**src/peak_sim_pkg.sv**
```systemverilog
package peak_sim_pkg;

    // ----------------------------------------
    // sample format
    // ----------------------------------------
    localparam int SAMPLE_W = 14;
    typedef logic signed [SAMPLE_W-1:0] sample_t;   // one adc / dac word

    localparam int SAT_MAX = 8191;    // positive full scale
    localparam int SAT_MIN = -8192;   // negative full scale

    localparam int N_SRC = 8;         // entries on the source bus

    // ----------------------------------------
    // selectors
    // ----------------------------------------
    typedef enum logic [1:0] {
        IN_1,
        IN_2,
        IN_SUM,
        IN_DIFF
    } in_sel_e;

    typedef enum logic [2:0] {
        SRC_ZERO,
        SRC_IN1,
        SRC_IN2,
        SRC_SUM,
        SRC_DIFF,
        SRC_RAMP,
        SRC_DRIFT,
        SRC_POS
    } src_sel_e;

    // register offsets, matched on addr[19:0]
    typedef enum logic [19:0] {
        ADDR_OUT1_SW    = 20'h00010,
        ADDR_OUT2_SW    = 20'h00014,
        ADDR_IN1        = 20'h00028,   // read only
        ADDR_IN2        = 20'h0002C,   // read only
        ADDR_OUT1       = 20'h00030,   // read only
        ADDR_OUT2       = 20'h00034,   // read only
        ADDR_IN_SEL     = 20'h00050,
        ADDR_PEAK_POS   = 20'h00064,
        ADDR_WIDTH      = 20'h0006C,
        ADDR_DRIFT_EN   = 20'h0007C,
        ADDR_DRIFT_TIME = 20'h00080
    } reg_addr_e;

    // ----------------------------------------
    // bundles
    // ----------------------------------------
    typedef struct packed {
        logic [31:0] addr;
        logic [31:0] wdata;
        logic        wen;     // one-cycle write strobe
        logic        ren;     // one-cycle read strobe
    } bus_req_t;

    typedef struct packed {
        logic [31:0] rdata;
        logic        ack;
        logic        err;
    } bus_rsp_t;

    typedef struct packed {
        in_sel_e        in_sel;
        sample_t        peak_pos;
        sample_t        width;
        logic           drift_en;
        logic [3:0]     drift_time;
        src_sel_e [1:0] out_sel;      // one per fast output
    } cfg_t;

    // members run from SRC_POS down to SRC_ZERO, so the
    // bus viewed as sample_t [N_SRC-1:0] is indexed by src_sel_e
    typedef struct packed {
        sample_t pos;
        sample_t drift;
        sample_t ramp;
        sample_t diff;
        sample_t sum;
        sample_t in2;
        sample_t in1;
        sample_t zero;
    } src_bus_t;

endpackage

```
**src/peak_sim_drift.sv**
```systemverilog
`timescale 1ns/1ns

module peak_sim_drift (
    input  logic                  clk,
    input  logic                  rst,
    input  logic                  i_enable,
    input  logic [3:0]            i_time,     // log2 of the prescale
    output peak_sim_pkg::sample_t o_drift
);

    localparam int DRIFT_MID = 4095;   // centres counter/2 around zero

    logic [15:0] pre_cnt;
    logic [15:0] pre_max;
    logic [13:0] cnt;
    logic        dir_up;               // 1 counts up
    logic        at_max;
    logic        at_min;
    logic        step;
    peak_sim_pkg::sample_t half;

    // ----------------------------------------
    // prescaler
    // ----------------------------------------
    assign pre_max = 16'd1 << i_time;    // wraps after 2^time + 1 cycles

    always_ff @(posedge clk or posedge rst) begin
        if (rst) begin
            pre_cnt <= '0;
        end else if (pre_cnt == pre_max) begin
            pre_cnt <= '0;
        end else begin
            pre_cnt <= pre_cnt + 16'd1;
        end
    end

    assign step = (pre_cnt == 16'd0) && i_enable;   // one step per wrap

    // ----------------------------------------
    // up/down counter
    // ----------------------------------------
    assign at_max = &cnt;
    assign at_min = (cnt == 14'd0);

    always_ff @(posedge clk or posedge rst) begin
        if (rst) begin
            cnt    <= '0;
            dir_up <= 1'b1;
        end else begin
            // turn around at either end, settles before the next step
            if (at_max) begin
                dir_up <= 1'b0;
            end else if (at_min) begin
                dir_up <= 1'b1;
            end
            if (!i_enable) begin
                cnt <= '0;                            // reload while off
            end else if (step) begin
                cnt <= dir_up ? cnt + 14'd1 : cnt - 14'd1;
            end
        end
    end

    // triangle of -4095 .. 4096
    assign half    = peak_sim_pkg::sample_t'({1'b0, cnt[13:1]});
    assign o_drift = i_enable ? half - peak_sim_pkg::sample_t'(DRIFT_MID) : '0;

endmodule

```
**src/peak_sim_out_route.sv**
```systemverilog
`timescale 1ns/1ns

module peak_sim_out_route #(
    parameter int N_OUT = 2
) (
    input  logic                                 clk,
    input  logic                                 rst,
    input  peak_sim_pkg::src_bus_t               i_src,
    input  peak_sim_pkg::src_sel_e [N_OUT-1:0]   i_sel,
    output peak_sim_pkg::sample_t  [N_OUT-1:0]   o_out
);

    // flat view of the source bus, index = src_sel_e
    peak_sim_pkg::sample_t [peak_sim_pkg::N_SRC-1:0] src_arr;

    assign src_arr = i_src;

    // ----------------------------------------
    // one registered select per fast output
    // ----------------------------------------
    for (genvar i = 0; i < N_OUT; i++) begin : g_chan
        peak_sim_pkg::sample_t out_q;

        always_ff @(posedge clk or posedge rst) begin
            if (rst) begin
                out_q <= '0;                    // dacs idle at mid scale
            end else begin
                out_q <= src_arr[i_sel[i]];
            end
        end

        assign o_out[i] = out_q;   // one cycle after the source
    end

endmodule

```
**src/peak_sim_regs.sv**
```systemverilog
`timescale 1ns/1ns

module peak_sim_regs #(
    parameter int N_OUT = 2
) (
    input  logic                                clk,
    input  logic                                rst,
    input  peak_sim_pkg::bus_req_t              i_bus,
    input  peak_sim_pkg::sample_t               i_in1,
    input  peak_sim_pkg::sample_t               i_in2,
    input  peak_sim_pkg::sample_t [N_OUT-1:0]   i_out,
    output peak_sim_pkg::bus_rsp_t              o_bus,
    output peak_sim_pkg::cfg_t                  o_cfg
);

    peak_sim_pkg::cfg_t cfg_q;
    logic [19:0]        addr;        // only the low 20 bits decode
    logic [31:0]        rd_data;
    logic [31:0]        rdata_q;
    logic               ack_q;

    // sign extension for signed read-back
    function automatic logic [31:0] sext(input peak_sim_pkg::sample_t v);
        return {{(32-peak_sim_pkg::SAMPLE_W){v[peak_sim_pkg::SAMPLE_W-1]}}, v};
    endfunction

    assign addr = i_bus.addr[19:0];

    // ----------------------------------------
    // write side
    // ----------------------------------------
    always_ff @(posedge clk or posedge rst) begin
        if (rst) begin
            cfg_q.out_sel[0] <= peak_sim_pkg::SRC_IN1;    // out1 passes in1
            cfg_q.out_sel[1] <= peak_sim_pkg::SRC_ZERO;
            cfg_q.in_sel     <= peak_sim_pkg::IN_1;
            cfg_q.peak_pos   <= '0;
            cfg_q.width      <= 14'sd8191;                 // unity gain
            cfg_q.drift_en   <= 1'b0;
            cfg_q.drift_time <= 4'd13;
        end else if (i_bus.wen) begin
            case (addr)
                peak_sim_pkg::ADDR_OUT1_SW:
                    cfg_q.out_sel[0] <= peak_sim_pkg::src_sel_e'(i_bus.wdata[2:0]);
                peak_sim_pkg::ADDR_OUT2_SW:
                    cfg_q.out_sel[1] <= peak_sim_pkg::src_sel_e'(i_bus.wdata[2:0]);
                peak_sim_pkg::ADDR_IN_SEL:
                    cfg_q.in_sel <= peak_sim_pkg::in_sel_e'(i_bus.wdata[1:0]);
                peak_sim_pkg::ADDR_PEAK_POS:   cfg_q.peak_pos   <= i_bus.wdata[13:0];
                peak_sim_pkg::ADDR_WIDTH:      cfg_q.width      <= i_bus.wdata[13:0];
                peak_sim_pkg::ADDR_DRIFT_EN:   cfg_q.drift_en   <= |i_bus.wdata;   // any bit set
                peak_sim_pkg::ADDR_DRIFT_TIME: cfg_q.drift_time <= i_bus.wdata[3:0];
                default: ;   // read-only and unmapped, nothing to store
            endcase
        end
    end

    // ----------------------------------------
    // read side
    // ----------------------------------------
    always_comb begin
        rd_data = '0;   // unmapped offsets read zero
        case (addr)
            peak_sim_pkg::ADDR_OUT1_SW:    rd_data = {29'd0, cfg_q.out_sel[0]};
            peak_sim_pkg::ADDR_OUT2_SW:    rd_data = {29'd0, cfg_q.out_sel[1]};
            peak_sim_pkg::ADDR_IN1:        rd_data = sext(i_in1);    // live adc
            peak_sim_pkg::ADDR_IN2:        rd_data = sext(i_in2);
            peak_sim_pkg::ADDR_OUT1:       rd_data = sext(i_out[0]); // live dac
            peak_sim_pkg::ADDR_OUT2:       rd_data = sext(i_out[1]);
            peak_sim_pkg::ADDR_IN_SEL:     rd_data = {30'd0, cfg_q.in_sel};
            peak_sim_pkg::ADDR_PEAK_POS:   rd_data = sext(cfg_q.peak_pos);
            peak_sim_pkg::ADDR_WIDTH:      rd_data = sext(cfg_q.width);
            peak_sim_pkg::ADDR_DRIFT_EN:   rd_data = {31'd0, cfg_q.drift_en};
            peak_sim_pkg::ADDR_DRIFT_TIME: rd_data = {28'd0, cfg_q.drift_time};
            default: ;
        endcase
    end

    // read data valid together with ack
    always_ff @(posedge clk) begin
        rdata_q <= rd_data;
    end

    // ack one cycle after any strobe, reads of unknown offsets too
    always_ff @(posedge clk or posedge rst) begin
        if (rst) begin
            ack_q <= 1'b0;
        end else begin
            ack_q <= i_bus.wen | i_bus.ren;
        end
    end

    assign o_bus.rdata = rdata_q;
    assign o_bus.ack   = ack_q;
    assign o_bus.err   = 1'b0;   // no error source
    assign o_cfg       = cfg_q;

endmodule

```
**src/peak_sim_sources.sv**
```systemverilog
`timescale 1ns/1ns

module peak_sim_sources (
    input  logic                   clk,
    input  logic                   rst,
    input  peak_sim_pkg::sample_t  i_in1,
    input  peak_sim_pkg::sample_t  i_in2,
    input  peak_sim_pkg::cfg_t     i_cfg,
    input  peak_sim_pkg::sample_t  i_drift,
    output peak_sim_pkg::src_bus_t o_src
);

    // headroom for peak_pos + scaled + drift
    localparam int ACC_W = peak_sim_pkg::SAMPLE_W + 3;

    peak_sim_pkg::sample_t    sum_s;
    peak_sim_pkg::sample_t    diff_s;
    peak_sim_pkg::sample_t    sel_in;
    peak_sim_pkg::sample_t    sel_q;
    peak_sim_pkg::sample_t    ramp_q;
    peak_sim_pkg::sample_t    pos_s;
    logic signed [27:0]       prod;       // 14 x 14 product
    logic signed [ACC_W-1:0]  scaled;
    logic signed [ACC_W-1:0]  pos_sum;

    function automatic logic signed [ACC_W-1:0] ext(input peak_sim_pkg::sample_t v);
        return {{(ACC_W-peak_sim_pkg::SAMPLE_W){v[peak_sim_pkg::SAMPLE_W-1]}}, v};
    endfunction

    // clip to 14 bit full scale
    function automatic peak_sim_pkg::sample_t sat(input logic signed [ACC_W-1:0] v);
        if (v > peak_sim_pkg::SAT_MAX) begin
            return peak_sim_pkg::sample_t'(peak_sim_pkg::SAT_MAX);
        end
        if (v < peak_sim_pkg::SAT_MIN) begin
            return peak_sim_pkg::sample_t'(peak_sim_pkg::SAT_MIN);
        end
        return v[peak_sim_pkg::SAMPLE_W-1:0];
    endfunction

    // ----------------------------------------
    // input combinations
    // ----------------------------------------
    assign sum_s  = sat(ext(i_in1) + ext(i_in2));
    assign diff_s = sat(ext(i_in1) - ext(i_in2));

    always_comb begin
        case (i_cfg.in_sel)
            peak_sim_pkg::IN_2:    sel_in = i_in2;
            peak_sim_pkg::IN_SUM:  sel_in = sum_s;
            peak_sim_pkg::IN_DIFF: sel_in = diff_s;
            default:               sel_in = i_in1;
        endcase
    end

    // one pipeline stage ahead of the multiplier
    always_ff @(posedge clk) begin
        sel_q <= sel_in;
    end

    // ----------------------------------------
    // peak position
    // ----------------------------------------
    assign prod    = sel_q * i_cfg.width;
    assign scaled  = {{2{prod[27]}}, prod[27:13]};    // >>> 13, width 8191 ~ x1
    assign pos_sum = ext(i_cfg.peak_pos) + scaled + ext(i_drift);
    assign pos_s   = sat(pos_sum);

    // free-running scan ramp, wraps 8191 -> -8192
    always_ff @(posedge clk or posedge rst) begin
        if (rst) begin
            ramp_q <= '0;
        end else begin
            ramp_q <= ramp_q + 14'sd1;
        end
    end

    assign o_src.zero  = '0;
    assign o_src.in1   = i_in1;
    assign o_src.in2   = i_in2;
    assign o_src.sum   = sum_s;
    assign o_src.diff  = diff_s;
    assign o_src.ramp  = ramp_q;
    assign o_src.drift = i_drift;
    assign o_src.pos   = pos_s;

endmodule

```
**src/peak_sim_top.sv**
```systemverilog
`timescale 1ns/1ns

module peak_sim_top #(
    parameter int N_OUT = 2   // fast outputs, matches cfg_t.out_sel
) (
    input  logic                                clk,
    input  logic                                rst,
    input  peak_sim_pkg::sample_t               i_in1,
    input  peak_sim_pkg::sample_t               i_in2,
    input  peak_sim_pkg::bus_req_t              i_bus,
    output peak_sim_pkg::sample_t [N_OUT-1:0]   o_out,
    output peak_sim_pkg::bus_rsp_t              o_bus
);

    peak_sim_pkg::cfg_t     cfg;     // register bank fields
    peak_sim_pkg::sample_t  drift;
    peak_sim_pkg::src_bus_t src;     // everything routable

    // ----------------------------------------
    // control
    // ----------------------------------------
    peak_sim_regs #(.N_OUT(N_OUT)) u_regs (
        .clk   (clk),
        .rst   (rst),
        .i_bus (i_bus),
        .i_in1 (i_in1),
        .i_in2 (i_in2),
        .i_out (o_out),     // dac values read back
        .o_bus (o_bus),
        .o_cfg (cfg)
    );

    // ----------------------------------------
    // signal path
    // ----------------------------------------
    peak_sim_drift u_drift (
        .clk      (clk),
        .rst      (rst),
        .i_enable (cfg.drift_en),
        .i_time   (cfg.drift_time),
        .o_drift  (drift)
    );

    peak_sim_sources u_sources (
        .clk     (clk),
        .rst     (rst),
        .i_in1   (i_in1),
        .i_in2   (i_in2),
        .i_cfg   (cfg),
        .i_drift (drift),
        .o_src   (src)
    );

    peak_sim_out_route #(.N_OUT(N_OUT)) u_out_route (
        .clk   (clk),
        .rst   (rst),
        .i_src (src),
        .i_sel (cfg.out_sel),
        .o_out (o_out)
    );

endmodule
```
**config.mk**
```make
export PLATFORM = sky130hd
export DESIGN_NAME = peak_sim_top
export DESIGN_NICKNAME = d
export VERILOG_FILES = /design/src/peak_sim_pkg.sv /design/src/peak_sim_drift.sv /design/src/peak_sim_out_route.sv /design/src/peak_sim_regs.sv /design/src/peak_sim_sources.sv /design/src/peak_sim_top.sv
export SDC_FILE = /design/constraint.sdc
export NUM_CORES = 1
export LEC_CHECK = 0
export BUFFER_PORTS_ARGS = -buffer_cell sky130_fd_sc_hd__buf_2
export CAP_MARGIN = 20
export CORE_AREA = 2 2 222 136
export CTS_CLUSTER_SIZE = 10
export DETAILED_ROUTE_END_ITERATION = 8
export DIE_AREA = 0 0 224 138
export HOLD_SLACK_MARGIN = 0.1
export PLACE_DENSITY = 0.91
export SYNTH_ARGS = -nofsm -noshare
export SYNTH_HDL_FRONTEND = slang
export SYNTH_SLANG_ARGS = --single-unit
```
**constraint.sdc**
```tcl
create_clock -name clk -period 18.7 [get_ports clk]
set_input_delay 3.74 -clock clk [delete_from_list [all_inputs] [get_ports clk]]
set_output_delay 3.74 -clock clk [all_outputs]
set_load 0.01 [all_outputs]
```
==> results of run 1 <==
-- cell families (layout without fill, tap and decap cells) --
family / Yosys count / after routing / share of synthesized area [%]
flip-flops: 143 / 143 / 18.7
AO/OA/AOI/OAI: 415 / 415 / 14.9
XOR/XNOR: 100 / 100 / 4.72
adder cells (fa/ha/maj): 337 / 337 / 31.3
other: 1 / 3 / 0.0202
buffers and inverters: 414 / 479 / 8.96
AND/OR/NAND/NOR: 605 / 605 / 15.9
multiplexers: 77 / 77 / 5.41
-- power groups by stage --
stage | clock network [mW] | registers (mW) | logic (mW)
finish | 0.321 | 0.382 | 0.771
detailed placement | 0 | 0.384 | 0.731
floorplan | 0 | 0.359 | 0.553
CTS | 0.320 | 0.379 | 0.737
global placement | 0 | 0.382 | 0.703
global route | 0.334 | 0.384 | 0.835
-- worst register-to-register path: cells and delay by family (launching register included) --
kind / cells / cell delay [ps]
DFF: 1 / 670
xor gates and xnor gates: 1 / 210
buffers and inverters: 4 / 590
adders and majority gates: 9 / 4230
and+or+nand+nor: 6 / 2810
AOI/OAI and AO/OA: 9 / 3130
-- through the flow --
stage / cells / hold WS [ps] / utilization (%)
4_1_cts: 2536 / 502 / 67.8
5_1_grt: 2541 / 515 / 68.0
3_5_place_dp: 2504 / 487 / 65.9
2_1_floorplan: 2092 / 456 / -
3_3_place_gp: 2504 / 475 / 65.9
6_report: 2541 / 499 / 68.0
-- cell type report --
type                            count  area (um^2)  share of cell area (%)
Tap cell                          382          478                    2.40
Clock inverter                     12         88.8                   0.447
Antenna cell                        2         5.00                  0.0252
Multi-Input combinational cell   1535        13400                    67.6
Inverter                          287         1080                    5.43
Sequential cell                   143         3460                    17.4
Clock buffer                       20          447                    2.25
Timing Repair Buffer              160          885                    4.45
-- Yosys cell counts (all sizes together) (5+ instances only) --
library cell  number
a211oi            12
a21o              23
a21oi            101
a221o             15
a221oi            20
a222oi             9
a22oi             25
a31oi             18
and2             113
and3              16
buf               37
clkbuf            90
dfrtp             97
dfstp             18
dfxtp             28
fa               213
ha               123
inv              285
mux2              36
mux2i             26
mux4              15
nand2            169
nand2b            15
nand3             35
nand4             16
nor2             141
nor2b             20
nor3              31
nor4              21
o21a              19
o21ai            103
o21bai             9
o22ai              6
o31ai              7
or2                8
or4                5
xnor2             65
xor2              35
-- flip-flops by register name, indices dropped and copies added, names as in the netlist --
| name | cells |
|---|---|
| u_regs.o_cfg | 41 |
| u_drift.dir_up | 1 |
| u_sources.ramp_q | 14 |
| u_out_route.g_chan.out_q | 28 |
| u_regs.ack_q | 1 |
| u_sources.sel_q | 14 |
| u_regs.rdata_q | 14 |
| u_drift.pre_cnt | 16 |
| u_drift.cnt | 14 |
-- path summary, 6_finish.rpt --
| kind | start | end | slack, ps | cells after the start |
|---|---|---|---|---|
| setup reg to reg | u_regs.o_cfg[24] | u_out_route.g_chan[0].out_q[4] | 6930 | 29 |
| hold / removal | u_out_route.g_chan[0].out_q[7] | u_regs.rdata_q[7] | 500 | 1 |
| setup / recovery | u_regs.o_cfg[24] | u_out_route.g_chan[0].out_q[4] | 6930 | 29 |
| max in group asynchronous | rst | u_regs.o_cfg[16] | 14370 | 4 |
| min in group asynchronous | rst | u_out_route.g_chan[1].out_q[6] | 3330 | 2 |
| hold reg to reg | u_out_route.g_chan[0].out_q[7] | u_regs.rdata_q[7] | 500 | 1 |
-- layer usage --
layer / part of all wire [%] / wire [um] / global-route usage (%)
met4: 3.1 / 1830 / 13.1
met5: 0.24 / 143 / 0
met3: 15 / 8740 / 15.1
met2: 42 / 24900 / 56.3
met1: 39 / 23000 / 54.4
==> results by group, run 1 <==
Run status
  • Status: finished, violations left
  • Violated checks: DRC

Detailed routing
  • Via density: 6.49
  • DRC errors left: 4
  • Via count: 16.5k
  • TritonRoute pass-1 iters: 9
  • Initial drt markers: 2009
  • ANT nets after route: 0
  • WL/cell: 23.1 um
  • Routed wire length: 58700 um

Worst setup path
  • Crit-path slowest cell: nor2_1
  • Capturing element type of the critical path: register
  • Classification of the worst setup path: register to register
  • Top delay family on crit path: adder cells
  • Startpoint types: register
  • Crit path arrival time: 12090 ps
  • Slowest stage delay, CP: 820 ps
  • Max FO, Critical Path: 11
  • WP buf/inv: 4
  • Crit-path most repeated cell: fa_1
  • Worst path required time: 19020 ps

Logic synthesis
  • Average cell area after synthesis: 8.87 um^2
  • Sequential area share after synthesis: 18.7%
  • Post-Syn Area: 0.0185 mm^2
  • Primary FF master, synth: dfrtp_1
  • Asr flop ratio synth: 80.4%
  • Syn_nets: 2524
  • Share of the synthesized area in the top cell type: 23.0%
  • Netlist cell types: 85
  • Synth Warn #: 0
  • Seq cells post-synth: 143
  • Number of synthesized flops with an enable pin: 0
  • Largest cells by area after synthesis: fa_1 23%, dfrtp_1 13%, ha_1 8.3%
  • Synth Instances: 2092
  • Area leader, netlist: fa_1

Clock tree
  • Clock Path Buffers: 2
  • Hold buffer count at cts: 0
  • # resized after CTS: 0
  • CTS tree: done
  • TritonCTS Buffers: 17
  • Clk root buf: clkbuf_16
  • Setup bufs post-CTS: 0
  • Clk_lat worst skew: 460 ps
  • CTS clk-pin slew, worst paths: 70 ps
  • Htree depth: 4
  • CTS sink cnt: 143

Worst hold path
  • Worst hold-check path type: register to register

GRT
  • First-pass GRT wire length: 92500 um
  • Maximum number of pins on one net before global-route repair: 79
  • Vias in the first global route: 16.8k
  • Initial antenna violation count: 3
  • Remaining Overflow, GRT: 0
  • Gr usage total: 39.1%

Power and ir drop
  • P per Cell Area: 74.1 mW/mm^2
  • Sw Ratio: 46.7%
  • Leak: 9.57 nW
  • Sw Pwr: 0.689 mW
  • Worst IR Drop VDD: 0.0723 mV
  • P_int: 0.785 mW
  • Tot Pwr: 1.47 mW
  • Clock network fraction of design power: 21.8%
  • Flop pwr share: 25.9%
  • Comb pwr share: 52.3%

Timing
  • RSZ-0062 raised after global routing: false
  • F_max: 85.0 MHz
  • Clock Skew: 8.41 ps
  • Period utilization: 62.9%
  • Max-slew violations: 0
  • Final min period: 11770 ps
  • Final setup fails: 0
  • Final WS setup: 6930 ps
  • Final Hold Viols: 0
  • Least-Margin Pin Slew: 1310 ps
  • Total Neg Setup Slack: 0 ps
  • Rel. slew slack: 11.7%

Floorplanning
  • Core Region: 0.0292 mm^2
  • Row cnt: 49
  • Initial Util: 63.4%
  • # IOs: 158
  • Die W: 224 um
  • DIE AREA: 0.0309 mm^2
  • Chip height: 138 um

Place
  • PortBufs: 144
  • RD Place Congestion: 0.992
  • Detailed Place HPWL: 45500 um
  • Setup WS pre-CTS: 7430 ps
  • Area after DPL: 0.0193 mm^2

Layout
  • Commonest non-fill, non-tap cell in the layout: inv_1
  • Layout cells sized above 1: 13.2%
  • Design area: 0.0199 mm^2
  • Layout area overhead: 7.23%
  • Final net count: 2576
  • Most frequent cells in the layout: 284 x inv_1, 213 x fa_1, 169 x nand2_1
  • Filler cell count: 2222

Flow run
  • Max-cap violations: 0
Note: power is estimated with default switching activity, not from simulation.
==> run 2, diff against run 1 <==
CORE_AREA = 2 2 236 145   (was 2 2 222 136)
DIE_AREA = 0 0 238 147   (was 0 0 224 138)
PLACE_DENSITY = 0.85   (was 0.91)
clock period = 9.8 ns   (was 18.7 ns; I/O delays follow)
==> run 2 against run 1 <==
The flow now finishes without violations. Clock-buffer cell count decreased by 2. Maximum frequency increased by 24%. Sequential share of layout area decreased by 0.26 points. Critical path depth increased by 5. Global-route usage decreased by 4.7 points. Sequential power increased by 89%. Routed wire length increased by 0.71%. Critical path type unchanged. Design area increased by 2.1%. Non-clock buffer count increased by 37. Clock skew increased by 7.6 ps. Clock power increased by 100%. Die area increased by 13%.
==> results by group, run 2 (synthesis gave the netlist of run 1 again) <==
Timing
  • Clock Skew: 16.0 ps
  • Total Neg Setup Slack: 0 ps
  • Period utilization: 97.1%
  • Hold WS: 498 ps
  • Final Hold Viols: 0
  • Final min period: 9510 ps
  • Final WS setup: 286 ps
  • Max-slew violations: 0
  • Least-Margin Pin Slew: 1040 ps
  • Final setup fails: 0
  • Rel. slew slack: 30.5%
  • F_max: 105 MHz

Clock tree
  • CTS sink cnt: 143
  • TritonCTS Buffers: 17
  • Clock Path Buffers: 2
  • Htree depth: 4
  • Clk root buf: clkbuf_16
  • Clk_lat worst skew: 460 ps
  • CTS clk-pin slew, worst paths: 70 ps
  • CTS tree: done
  • Hold buffer count at cts: 0

Worst setup path
  • Crit-path most repeated cell: fa_1
  • Startpoint types: register
  • Crit path arrival time: 9840 ps
  • WP buf/inv: 6
  • Top delay family on crit path: adder cells
  • Slowest stage delay, CP: 750 ps
  • Classification of the worst setup path: register to register
  • Worst path required time: 10120 ps
  • Max FO, Critical Path: 16
  • Crit-path slowest cell: dfstp_2
  • Capturing element type of the critical path: register

Floorplanning
  • Row cnt: 52
  • Core Region: 0.0331 mm^2
  • DIE AREA: 0.0350 mm^2
  • Chip height: 147 um
  • # IOs: 158
  • Initial Util: 56.1%
  • Die W: 238 um

Detailed routing
  • DRC errors left: 0
  • Via density: 6.27
  • Via count: 16.5k
  • Routed wire length: 59100 um
  • WL/cell: 22.5 um
  • TritonRoute pass-1 iters: 7
  • ANT nets after route: 0
  • Initial drt markers: 1957

Power and ir drop
  • Sw Pwr: 1.34 mW
  • Flop pwr share: 24.7%
  • Clock network fraction of design power: 22.0%
  • Leak: 9.80 nW
  • Worst IR Drop VDD: 0.219 mV
  • Comb pwr share: 53.3%
  • Sw Ratio: 45.8%
  • P per Cell Area: 144 mW/mm^2
  • Tot Pwr: 2.93 mW
  • P_int: 1.59 mW

GRT
  • First-pass GRT wire length: 91400 um
  • Maximum number of pins on one net before global-route repair: 62
  • Remaining Overflow, GRT: 0
  • Gr usage total: 34.4%
  • Vias in the first global route: 16.5k
  • Initial antenna violation count: 0

Place
  • Placed insts: 2592
  • Detailed Place HPWL: 46600 um
  • RD Place Congestion: 0.971
  • Area after DPL: 0.0196 mm^2
  • PortBufs: 144
  • Setup WS pre-CTS: 123 ps

Layout
  • Fin util: 61.4%
  • Non-Filler Instances: 2626
  • Layout area overhead: 9.47%
  • Design area: 0.0203 mm^2
  • Ant. Diodes: 0
  • Most frequent cells in the layout: 284 x inv_1, 213 x fa_1, 169 x nand2_1
  • Layout cells sized above 1: 15.4%
  • Max reg flops: 41
  • Commonest non-fill, non-tap cell in the layout: inv_1
  • Final net count: 2613
  • Filler cell count: 2744

Run status
  • Status: completed

Flow run
  • Max-cap violations: 0

Worst hold path
  • Worst hold-check path type: register to register
run 2: what timing repair did:
action,4_1_cts,5_1_grt
setup buffers,0,0
gates resized for setup,0,21
setup endpoints to repair,0,28
run 2: power by group through the flow:
| stage | Clock, mW | Combinational [mW] | Sequential, mW |
|---|---|---|---|
| CTS | 0.646 | 1.48 | 0.718 |
| global placement | 0 | 1.42 | 0.724 |
| global route | 0.676 | 1.69 | 0.727 |
| finish | 0.645 | 1.56 | 0.723 |
| floorplan | 0 | 1.06 | 0.685 |
| detailed placement | 0 | 1.47 | 0.728 |
run 2: worst paths after layout:
path	from	end	slack (ps)	cells after the start
setup / recovery	u_regs.o_cfg[13]	u_out_route.g_chan[1].out_q[2]	290	34
hold / removal	u_out_route.g_chan[0].out_q[8]	u_regs.rdata_q[8]	500	1
setup reg to reg	u_regs.o_cfg[13]	u_out_route.g_chan[1].out_q[2]	290	34
hold reg to reg	u_out_route.g_chan[0].out_q[8]	u_regs.rdata_q[8]	500	1
max in group asynchronous	rst	u_out_route.g_chan[0].out_q[9]	6880	3
min in group asynchronous	rst	u_drift.cnt[4]	1650	2
run 2: layout make-up:
class / count / area (um^2) / area share [%]
well taps: 432 / 541 / 2.66
inverters: 287 / 1080 / 5.32
multi-input cells: 1535 / 13500 / 66.5
flip-flops and latches: 143 / 3480 / 17.1
repair buffers: 197 / 1120 / 5.52
clock buffers: 18 / 439 / 2.16
clock inverters: 14 / 133 / 0.653
run 2: layer usage:
layer | global-route usage (%) | part of all wire, % | up-vias
met3 | 13.3 | 14 | 144
met4 | 11.6 | 3.4 | 0
met1 | 47.7 | 41 | 8112
li1 | - | - | 7178
met5 | 0 | 0 | -
met2 | 49.3 | 41 | 1040
